### src/hw/pte_cache_pkg.sv
package pte_cache_pkg;

    // Address and entry widths.
    localparam int VADDR_W    = 32;
    localparam int PADDR_W    = 34;
    localparam int PTE_BITS   = 32;
    localparam int VPN_W      = 10;
    localparam int PAGE_OFS_W = 12;

    // Bit position of each VPN slice in the virtual address.
    localparam int VPN0_LSB = PAGE_OFS_W;
    localparam int VPN1_LSB = PAGE_OFS_W + VPN_W;

    // Refill unit.
    localparam int PTE_PER_LINE = 4;
    localparam int LINE_OFS_W   = 2;

    // Level 1 splits vpn1 as tag, index, line offset.
    localparam int L1_SETS  = 8;
    localparam int L1_IDX_W = 3;
    localparam int L1_TAG_W = 5;

    // Level 0 splits the full VPN the same way.
    localparam int L0_SETS  = 16;
    localparam int L0_IDX_W = 4;
    localparam int L0_TAG_W = 14;

    // Sv32 entry layout. Bit 5 (g) is not used here.
    localparam int PTE_PPN1_LSB = 20;
    localparam int PTE_PPN1_W   = 12;
    localparam int PTE_PPN0_LSB = 10;
    localparam int PTE_PPN0_W   = 10;
    localparam int PTE_RSW_LSB  = 8;
    localparam int PTE_RSW_W    = 2;
    localparam int PTE_D        = 7;
    localparam int PTE_A        = 6;
    localparam int PTE_U        = 4;
    localparam int PTE_X        = 3;
    localparam int PTE_W        = 2;
    localparam int PTE_R        = 1;
    localparam int PTE_V        = 0;

    typedef logic [VADDR_W-1:0]                 vaddr_t;
    typedef logic [PADDR_W-1:0]                 paddr_t;
    typedef logic [PTE_BITS-1:0]                pte_t;
    typedef logic [VPN_W-1:0]                   vpn_t;
    typedef logic [PTE_PER_LINE*PTE_BITS-1:0]   line_t;

    // Access source.
    typedef logic [1:0] source_t;
    localparam source_t SRC_FETCH = 2'd0;
    localparam source_t SRC_LOAD  = 2'd1;
    localparam source_t SRC_STORE = 2'd2;

    // Privilege mode.
    typedef logic [1:0] priv_t;
    localparam priv_t PRIV_U = 2'd0;
    localparam priv_t PRIV_S = 2'd1;

endpackage
### src/hw/pte_cache_top.sv
`timescale 1ns/100ps

module pte_cache_top import pte_cache_pkg::*; (
    input  logic    clk,
    input  logic    rst_n,
    input  logic    req,
    input  vaddr_t  vaddr,
    input  source_t source,
    input  priv_t   priv,
    input  logic    sum,
    input  logic    mxr,
    input  logic    flush,
    input  logic    refill_req,
    input  logic [1:0] refill_level,
    input  vaddr_t  refill_vaddr,
    input  line_t   refill_line,
    input  logic    walker_full,
    output logic    refill_ready,
    output logic    resp_valid,
    output logic    resp_exception,
    output logic    resp_retry,
    output logic    resp_level,
    output pte_t    resp_entry,
    output paddr_t  resp_paddr,
    output logic    miss_req,
    output vaddr_t  miss_vaddr,
    output source_t miss_source,
    output logic    miss_ptr_hit,
    output paddr_t  miss_next_paddr
);

    logic [L1_IDX_W-1:0] store_index_l1;
    logic [L0_IDX_W-1:0] store_index_l0;
    logic                store_rd;
    logic                req_q;
    vaddr_t              vaddr_q;
    source_t             source_q;
    logic                hit_l1;
    logic                hit_l0;
    pte_t                entry_l1;
    pte_t                entry_l0;
    logic                exc_l1;
    logic                exc_l0;

    pte_req_decode decode_i (
        .clk, .rst_n, .req, .vaddr, .source, .flush, .refill_req, .refill_vaddr,
        .store_index_l1, .store_index_l0, .store_rd, .req_q, .vaddr_q, .source_q,
        .refill_ready
    );

    pte_store #(.LEVEL(1)) store_l1 (
        .clk, .rst_n, .rd(store_rd), .index(store_index_l1), .vaddr_q, .req_q, .flush,
        .refill_req, .refill_level, .refill_vaddr, .refill_line,
        .hit(hit_l1), .entry(entry_l1)
    );

    pte_store #(.LEVEL(0)) store_l0 (
        .clk, .rst_n, .rd(store_rd), .index(store_index_l0), .vaddr_q, .req_q, .flush,
        .refill_req, .refill_level, .refill_vaddr, .refill_line,
        .hit(hit_l0), .entry(entry_l0)
    );

    pte_perm_check check_l1 (
        .entry(entry_l1), .source(source_q), .priv, .sum, .mxr, .exception(exc_l1)
    );

    pte_perm_check check_l0 (
        .entry(entry_l0), .source(source_q), .priv, .sum, .mxr, .exception(exc_l0)
    );

    pte_result result_i (
        .clk, .rst_n, .req_q, .vaddr_q, .source_q, .flush,
        .hit_l1, .entry_l1, .exc_l1, .hit_l0, .entry_l0, .exc_l0, .walker_full,
        .resp_valid, .resp_exception, .resp_retry, .resp_level, .resp_entry, .resp_paddr,
        .miss_req, .miss_vaddr, .miss_source, .miss_ptr_hit, .miss_next_paddr
    );

endmodule

### src/hw/pte_result.sv
`timescale 1ns/100ps

module pte_result import pte_cache_pkg::*; (
    input  logic    clk,
    input  logic    rst_n,
    input  logic    req_q,
    input  vaddr_t  vaddr_q,
    input  source_t source_q,
    input  logic    flush,
    input  logic    hit_l1,
    input  pte_t    entry_l1,
    input  logic    exc_l1,
    input  logic    hit_l0,
    input  pte_t    entry_l0,
    input  logic    exc_l0,
    input  logic    walker_full,
    output logic    resp_valid,
    output logic    resp_exception,
    output logic    resp_retry,
    output logic    resp_level,
    output pte_t    resp_entry,
    output paddr_t  resp_paddr,
    output logic    miss_req,
    output vaddr_t  miss_vaddr,
    output source_t miss_source,
    output logic    miss_ptr_hit,
    output paddr_t  miss_next_paddr
);

    logic leaf_l0;
    logic leaf_l1;
    logic ans_l0;
    logic ans_l1;
    logic answer;
    logic exc_ans;
    logic ptr_l1;

    logic [PTE_PPN1_W-1:0] ppn1_l0;
    logic [PTE_PPN0_W-1:0] ppn0_l0;
    logic [PTE_PPN1_W-1:0] ppn1_l1;
    logic [PTE_PPN0_W-1:0] ppn0_l1;
    vpn_t                  vpn0;
    logic [PAGE_OFS_W-1:0] page_ofs;
    paddr_t                paddr_l0;
    paddr_t                paddr_l1;
    paddr_t                next_paddr;

    assign ppn1_l0  = entry_l0[PTE_PPN1_LSB +: PTE_PPN1_W];
    assign ppn0_l0  = entry_l0[PTE_PPN0_LSB +: PTE_PPN0_W];
    assign ppn1_l1  = entry_l1[PTE_PPN1_LSB +: PTE_PPN1_W];
    assign ppn0_l1  = entry_l1[PTE_PPN0_LSB +: PTE_PPN0_W];
    assign vpn0     = vaddr_q[VPN0_LSB +: VPN_W];
    assign page_ofs = vaddr_q[PAGE_OFS_W-1:0];

    assign leaf_l0 = entry_l0[PTE_R] | entry_l0[PTE_W] | entry_l0[PTE_X];
    assign leaf_l1 = entry_l1[PTE_R] | entry_l1[PTE_W] | entry_l1[PTE_X];

    // Level 0 wins, a non-leaf there is malformed.
    assign ans_l0 = hit_l0;
    assign ans_l1 = ~hit_l0 & hit_l1 & leaf_l1;
    assign answer = ans_l0 | ans_l1;

    // Superpage must be aligned, ppn0 zero.
    assign exc_ans = ans_l0 ? (~leaf_l0 | exc_l0) : (exc_l1 | (|ppn0_l1));

    assign ptr_l1 = hit_l1 & ~leaf_l1 & ~exc_l1;

    assign paddr_l0   = {ppn1_l0, ppn0_l0, page_ofs};
    assign paddr_l1   = {ppn1_l1, vpn0, page_ofs};
    assign next_paddr = {ppn1_l1, ppn0_l1, vpn0, 2'b00}; // Level-0 table base plus vpn0 * 4.

    always_ff @(posedge clk or negedge rst_n) begin
        if (!rst_n) begin
            resp_valid <= 1'b0;
            miss_req   <= 1'b0;
        end else begin
            resp_valid <= req_q & ~flush & (answer | walker_full);
            miss_req   <= req_q & ~flush & ~answer & ~walker_full;
        end
    end

    always_ff @(posedge clk) begin
        if (req_q) begin
            resp_exception  <= answer & exc_ans;
            resp_retry      <= ~answer;
            resp_level      <= ~ans_l0;
            resp_entry      <= ans_l0 ? entry_l0 : entry_l1;
            resp_paddr      <= ans_l0 ? paddr_l0 : paddr_l1;
            miss_vaddr      <= vaddr_q;
            miss_source     <= source_q;
            miss_ptr_hit    <= ptr_l1;
            miss_next_paddr <= next_paddr;
        end
    end

endmodule

### src/hw/pte_perm_check.sv
`timescale 1ns/100ps

module pte_perm_check import pte_cache_pkg::*; (
    input  pte_t    entry,
    input  source_t source,
    input  priv_t   priv,
    input  logic    sum,
    input  logic    mxr,
    output logic    exception
);

    logic is_fetch;
    logic is_load;
    logic is_store;
    logic leaf;
    logic has_right;
    logic bad_format;
    logic bad_priv;
    logic bad_ad;

    assign is_fetch = (source == SRC_FETCH);
    assign is_load  = (source == SRC_LOAD);
    assign is_store = (source == SRC_STORE);

    assign leaf = entry[PTE_R] | entry[PTE_W] | entry[PTE_X];

    // Reserved encodings apply to pointers as well.
    assign bad_format = ~entry[PTE_V]
                      | (entry[PTE_W] & ~entry[PTE_R])
                      | (|entry[PTE_RSW_LSB +: PTE_RSW_W]);

    assign has_right = (is_fetch & entry[PTE_X])
                     | (is_load & (entry[PTE_R] | (entry[PTE_X] & mxr)))
                     | (is_store & entry[PTE_W]);

    assign bad_priv = ((priv == PRIV_U) & ~entry[PTE_U])
                    | ((priv == PRIV_S) & entry[PTE_U] & ~sum);

    // No hardware A/D update, software must set them.
    assign bad_ad = ~entry[PTE_A] | (is_store & ~entry[PTE_D]);

    assign exception = bad_format | (leaf & (~has_right | bad_priv | bad_ad));

endmodule

### src/hw/pte_store.sv
`timescale 1ns/100ps

module pte_store import pte_cache_pkg::*; #(
    parameter int LEVEL = 0
) (
    input  logic                                        clk,
    input  logic                                        rst_n,
    input  logic                                        rd,
    input  logic [(LEVEL == 1 ? L1_IDX_W : L0_IDX_W)-1:0] index,
    input  vaddr_t                                      vaddr_q,
    input  logic                                        req_q,
    input  logic                                        flush,
    input  logic                                        refill_req,
    input  logic [1:0]                                  refill_level,
    input  vaddr_t                                      refill_vaddr,
    input  line_t                                       refill_line,
    output logic                                        hit,
    output pte_t                                        entry
);

    localparam int SETS    = (LEVEL == 1) ? L1_SETS : L0_SETS;
    localparam int IDX_W   = (LEVEL == 1) ? L1_IDX_W : L0_IDX_W;
    localparam int TAG_W   = (LEVEL == 1) ? L1_TAG_W : L0_TAG_W;
    localparam int OFS_LSB = (LEVEL == 1) ? VPN1_LSB : VPN0_LSB;
    localparam int TAG_LSB = OFS_LSB + LINE_OFS_W + IDX_W;

    logic [SETS-1:0]  valid;
    logic [TAG_W-1:0] tags [SETS];
    line_t            lines [SETS];

    logic             we;
    logic             valid_rd;
    logic [TAG_W-1:0] tag_rd;
    line_t            line_rd;

    logic [TAG_W-1:0]      tag_cmp;
    logic [LINE_OFS_W-1:0] line_ofs;

    assign we = refill_req & refill_level[LEVEL] & ~rd;

    // Valid bits.
    always_ff @(posedge clk or negedge rst_n) begin
        if (!rst_n) begin
            valid <= '0;
        end else if (flush) begin
            valid <= '0;
        end else if (we) begin
            valid[index] <= 1'b1;
        end
    end

    // Tag and line arrays.
    always_ff @(posedge clk) begin
        if (we) begin
            tags[index]  <= refill_vaddr[TAG_LSB +: TAG_W];
            lines[index] <= refill_line;
        end
    end

    // One-cycle read.
    always_ff @(posedge clk or negedge rst_n) begin
        if (!rst_n) begin
            valid_rd <= 1'b0;
        end else if (rd) begin
            valid_rd <= valid[index];
        end
    end

    always_ff @(posedge clk) begin
        if (rd) begin
            tag_rd  <= tags[index];
            line_rd <= lines[index];
        end
    end

    assign tag_cmp  = vaddr_q[TAG_LSB +: TAG_W];
    assign line_ofs = vaddr_q[OFS_LSB +: LINE_OFS_W];

    assign hit   = req_q & valid_rd & (tag_rd == tag_cmp);
    assign entry = line_rd[line_ofs*PTE_BITS +: PTE_BITS]; // PTE 0 in the low word.

endmodule

### src/hw/pte_req_decode.sv
`timescale 1ns/100ps

module pte_req_decode import pte_cache_pkg::*; (
    input  logic                clk,
    input  logic                rst_n,
    input  logic                req,
    input  vaddr_t              vaddr,
    input  source_t             source,
    input  logic                flush,
    input  logic                refill_req,
    input  vaddr_t              refill_vaddr,
    output logic [L1_IDX_W-1:0] store_index_l1,
    output logic [L0_IDX_W-1:0] store_index_l0,
    output logic                store_rd,
    output logic                req_q,
    output vaddr_t              vaddr_q,
    output source_t             source_q,
    output logic                refill_ready
);

    localparam int L1_IDX_LSB = VPN1_LSB + LINE_OFS_W;
    localparam int L0_IDX_LSB = VPN0_LSB + LINE_OFS_W;

    logic [L1_IDX_W-1:0] lookup_idx_l1;
    logic [L0_IDX_W-1:0] lookup_idx_l0;
    logic [L1_IDX_W-1:0] refill_idx_l1;
    logic [L0_IDX_W-1:0] refill_idx_l0;
    logic                refill_pending;

    assign lookup_idx_l1 = vaddr[L1_IDX_LSB +: L1_IDX_W];
    assign lookup_idx_l0 = vaddr[L0_IDX_LSB +: L0_IDX_W];
    assign refill_idx_l1 = refill_vaddr[L1_IDX_LSB +: L1_IDX_W];
    assign refill_idx_l0 = refill_vaddr[L0_IDX_LSB +: L0_IDX_W];

    // A lookup owns the array port, the refill waits.
    assign store_rd       = req;
    assign refill_ready   = ~req;
    assign refill_pending = refill_req & ~req;

    always_comb begin
        if (refill_pending) begin
            store_index_l1 = refill_idx_l1;
            store_index_l0 = refill_idx_l0;
        end else begin
            store_index_l1 = lookup_idx_l1; // Also the idle default.
            store_index_l0 = lookup_idx_l0;
        end
    end

    always_ff @(posedge clk or negedge rst_n) begin
        if (!rst_n) begin
            req_q <= 1'b0;
        end else begin
            req_q <= req & ~flush; // Flush kills the request in decode.
        end
    end

    always_ff @(posedge clk) begin
        if (req) begin
            vaddr_q  <= vaddr;
            source_q <= source;
        end
    end

endmodule

### config.mk
export PLATFORM = sky130hd
export DESIGN_NAME = pte_cache_top
export DESIGN_NICKNAME = d
export VERILOG_FILES = /design/src/hw/pte_cache_pkg.sv /design/src/hw/pte_cache_top.sv /design/src/hw/pte_result.sv /design/src/hw/pte_perm_check.sv /design/src/hw/pte_store.sv /design/src/hw/pte_req_decode.sv
export SDC_FILE = /design/constraint.sdc
export NUM_CORES = 2
export LEC_CHECK = 0
export BUFFER_PORTS_ARGS = -buffer_cell sky130_fd_sc_hd__clkbuf_2
export CORE_ASPECT_RATIO = 0.6
export CORE_MARGIN = 2
export CORE_UTILIZATION = 35
export CTS_BUF_LIST = sky130_fd_sc_hd__clkbuf_2 sky130_fd_sc_hd__clkbuf_4 sky130_fd_sc_hd__clkbuf_8
export CTS_CLUSTER_SIZE = 14
export DETAILED_ROUTE_END_ITERATION = 16
export PLACE_DENSITY_LB_ADDON = 0.1
export SLEW_MARGIN = 20
export SYNTH_ARGS = -nofsm -noshare
export SYNTH_HDL_FRONTEND = slang
export SYNTH_SLANG_ARGS = --single-unit
export TNS_END_PERCENT = 1
### constraint.sdc
create_clock -name clk -period 4 [get_ports clk]
set_clock_uncertainty 0.05 [all_clocks]
set_input_delay 0.2 -clock clk [delete_from_list [all_inputs] [get_ports clk]]
set_output_delay 0.2 -clock clk [all_outputs]
set_load 0.01 [all_outputs]
==> flow_summary_export.csv <==
group,metric,value,unit
layout,final_cells,14100,
timing,max-slew-margin-rel,0.197,
synth,syn_area,138000,um2
global_route,grt.overflow.total,0,
timing,min_period,3.82,ns
synth,synth_area_leaders,"edfxtp_1 (82%), a22oi_1 (5.9%), a21oi_1 (2.4%), a221oi_1 (2.3%), nand2_1 (1.2%)",
floorplan,rows,178,
place,port_buffers,330,
place,dp.cells,12800,
global_route,grt_max_degree,138,
critical_path,critPathRequiredTime,4.90,ns
cts,clkSinkCount,3776,
routing,first_iter_violations,9933,
cts,clock_latency,1.11,ns
power,vdd_drop_max,0.000310,V
routing,wl_per_cell,34.6,um
floorplan,core_area,392000,um2
routing,vias,80200,
synth,synth_top_area_share,0.817,
floorplan,die_y,490,um
run_status,status,"complete, no violations",
synth,netlist-cell-type-count,53,
floorplan,die_x,814,um
power,p_sw,19.9,mW
synth,yosysSeqAreaShare,0.822,
timing,drv_slew,0,
routing,dr.pass1.iters,5,
synth,synthCells,7495,
global_route,grt_pass1_vias,76900,
power,p_per_area,510,nW/um2
cts,cts_buffers,578,
floorplan,io_pins,347,
power,swShare,0.242,
layout,seq_area,113000,um2
layout,syn2layout_area_growth,16.9,%
timing,max_freq,262,MHz
floorplan,die_area,399000,um2
routing,via_per_inst,5.69,
cts,root_buffer,"clkbuf_8",
critical_path,arrival,4.72,ns
critical_path,crit_path_end_kind,"flip-flop",
layout,nets,8630,
power,seqPwrFrac,0.548,
timing,setup_viol,0,
place,dp_hpwl,282000,um
run,max-cap-violations,0,
synth,synth_seq_cells,3776,
floorplan,start_util,0.352,
synth,async_flop_share,0.00768,
timing,hold_viol_final,0,
timing,tns,0,ns
layout,multi_input_area,22200,um2
layout,layout_common_cells,"edfxtp_1 (3747), a22oi_1 (1074), a21oi_1 (673), clkbuf_8 (603), nand2_1 (422)",
routing,drc,0,
hold_path,hold_class,"primary input to flip-flop",
synth,syn_avg_cell_area,18.4,um2
synth,synth_edf_count,3747,
critical_path,start_kind,"flip-flop",
power,combPwrFrac,0.068,
critical_path,critPathKind,"flip-flop to flip-flop",
layout,final_area,161000,um2
synth,ys.flop_type,"edfxtp_1",
cts,path_clk_slew,0.06,ns
power,p_int,62.2,mW
power,p_leak,51.0,nW
routing,wirelength,487000,um
synth,synth_largest_area_cell,"edfxtp_1",
global_route,grt_pass1_wl,660000,um
timing,finalCritPeriodShare,0.955,
cts,ctsHtreeMaxLevel,6,
timing,tightest_slew,1.20,ns
synth,yosys_warnings,0,
global_route,antenna_found_initial,100,
cts,cts_tree,"done",
critical_path,crit_fanout,19,
layout,drive_gt1_frac,0.194,
cts,cts.repair.resized,0,
global_route,grt_usage,0.237,
timing,rsz0062_at_grt,"false",
place,dpl-instance-area,148000,um2
layout,final_common_cell,"edfxtp_1",
routing,antenna_left,0,
power,p_clk_frac,0.384,
cts,clockBufferDepth,4,
place,gp_congestion,0.816,
layout,nFillCells,35000,
## synthesized netlist by cell type (4+ instances only)
cell type  instances
nor2_1            71
mux2i_1            4
a22oi_1         1074
buf_2            157
nand2_1          422
inv_1             10
xor2_1            18
buf_6             35
a22oi_2           76
a221oi_1         360
mux4_2            64
buf_4             38
a31oi_1            5
nand2b_1           4
nor3b_1            4
nor4_1            10
nand4_1            4
a21oi_1          673
a222oi_1          39
buf_1             40
nor3_1             5
or4_1            144
dfrtp_1           29
nand3_1            7
o21ai_0          137
edfxtp_1        3747
o21ba_2            4
clkbuf_1         274
## area by class of cell
class / count / share of cell area
Sequential cell: 3776 / 0.703
Timing Repair Buffer: 892 / 0.0506
Antenna cell: 26 / 0.000404
Clock inverter: 215 / 0.00776
Clock buffer: 778 / 0.0597
Inverter: 10 / 0.000233
Tap cell: 5220 / 0.0406
Multi-Input combinational cell: 3166 / 0.138
## state kept, by name (all words and copies together), names as in the netlist, 5 cells and up
| register | count |
|---|---|
| result_i.miss_next_paddr | 22 |
| store_l1.tags | 40 |
| store_l1.line_rd | 128 |
| result_i.miss_vaddr | 32 |
| store_l0.tags | 224 |
| store_l1.tag_rd | 5 |
| result_i.resp_paddr | 22 |
| store_l0.lines | 2048 |
| store_l0.valid | 16 |
| store_l0.tag_rd | 14 |
| decode_i.vaddr_q | 32 |
| store_l1.lines | 1024 |
| result_i.resp_entry | 20 |
| store_l0.line_rd | 128 |
| store_l1.valid | 8 |
## critical path, cell delays in order (launching register included)
cell and delay, ns:
edfxtp_1 0.74, buf_4 0.58, mux4_2 0.47, mux2_2 0.30
o21ai_0 0.16, dlygate4sd3_1 0.58, o21ai_1 0.06, a21oi_1 0.18
dlygate4sd3_1 0.56
## through the flow
step	setup WS (ns)	hold WS (ns)	total power, mW	util
floorplan	-1.48	-0.146	47.8	-
global placement	0.468	0.321	51.1	0.377
detailed placement	0.478	0.320	51.2	0.377
CTS	0.103	0.0124	82.8	0.411
global route	0.0188	0.0903	84.7	0.411
finish	0.182	0.117	82.1	0.411
## per-layer routing
metal  share of wire  global-route usage  vias to the layer above  wire length, um
met3           0.078              0.0429                      629            37800
met5         0.00060                   0                        -              290
li1                -                   -                    33000                -
met2            0.43               0.341                     3618           209000
met4           0.020              0.0491                       44             9640
met1            0.47               0.375                    42900           231000
## final timing paths
check	from	endpoint	slack, ns	cells past startpoint
max in group asynchronous	rst_n	decode_i.req_q	3.02	4
min in group asynchronous	rst_n	store_l1.valid[5]	0.38	4
max reg2reg	decode_i.vaddr_q[13]	result_i.resp_exception	0.18	8
max	decode_i.vaddr_q[13]	result_i.resp_exception	0.18	8
min	refill_vaddr[15]	store_l0.valid[1]	0.12	6
min reg2reg	decode_i.vaddr_q[2]	result_i.miss_vaddr[2]	0.38	0
## power by group through the flow
stage / registers, mW / clock network [mW] / logic [mW]
after floorplan: 45.3 / 0 / 2.45
after global placement: 45.8 / 0 / 5.26
after detailed placement: 45.8 / 0 / 5.31
after CTS: 45.0 / 32.2 / 5.59
after global routing: 45.0 / 33.8 / 5.90
final: 45.0 / 31.6 / 5.56
## what timing repair did
| action | 4_1_cts | 5_1_grt |
|---|---|---|
| setup buffers | 0 | 2 |
| endpoints found under the hold margin | 3788 | 0 |
| hold buffers | 226 | 0 |
| endpoints found under the setup margin | 0 | 1 |
## cell families after synthesis
family	synth area share
DFF	0.822
AOI/OAI and AO/OA	0.122
and+or+nand+nor	0.0237
buffers and inverters	0.0195
muxes	0.0111
xor gates and xnor gates	0.00121
other	0.0000272
No activity file was read; power rests on OpenSTA's default activity.
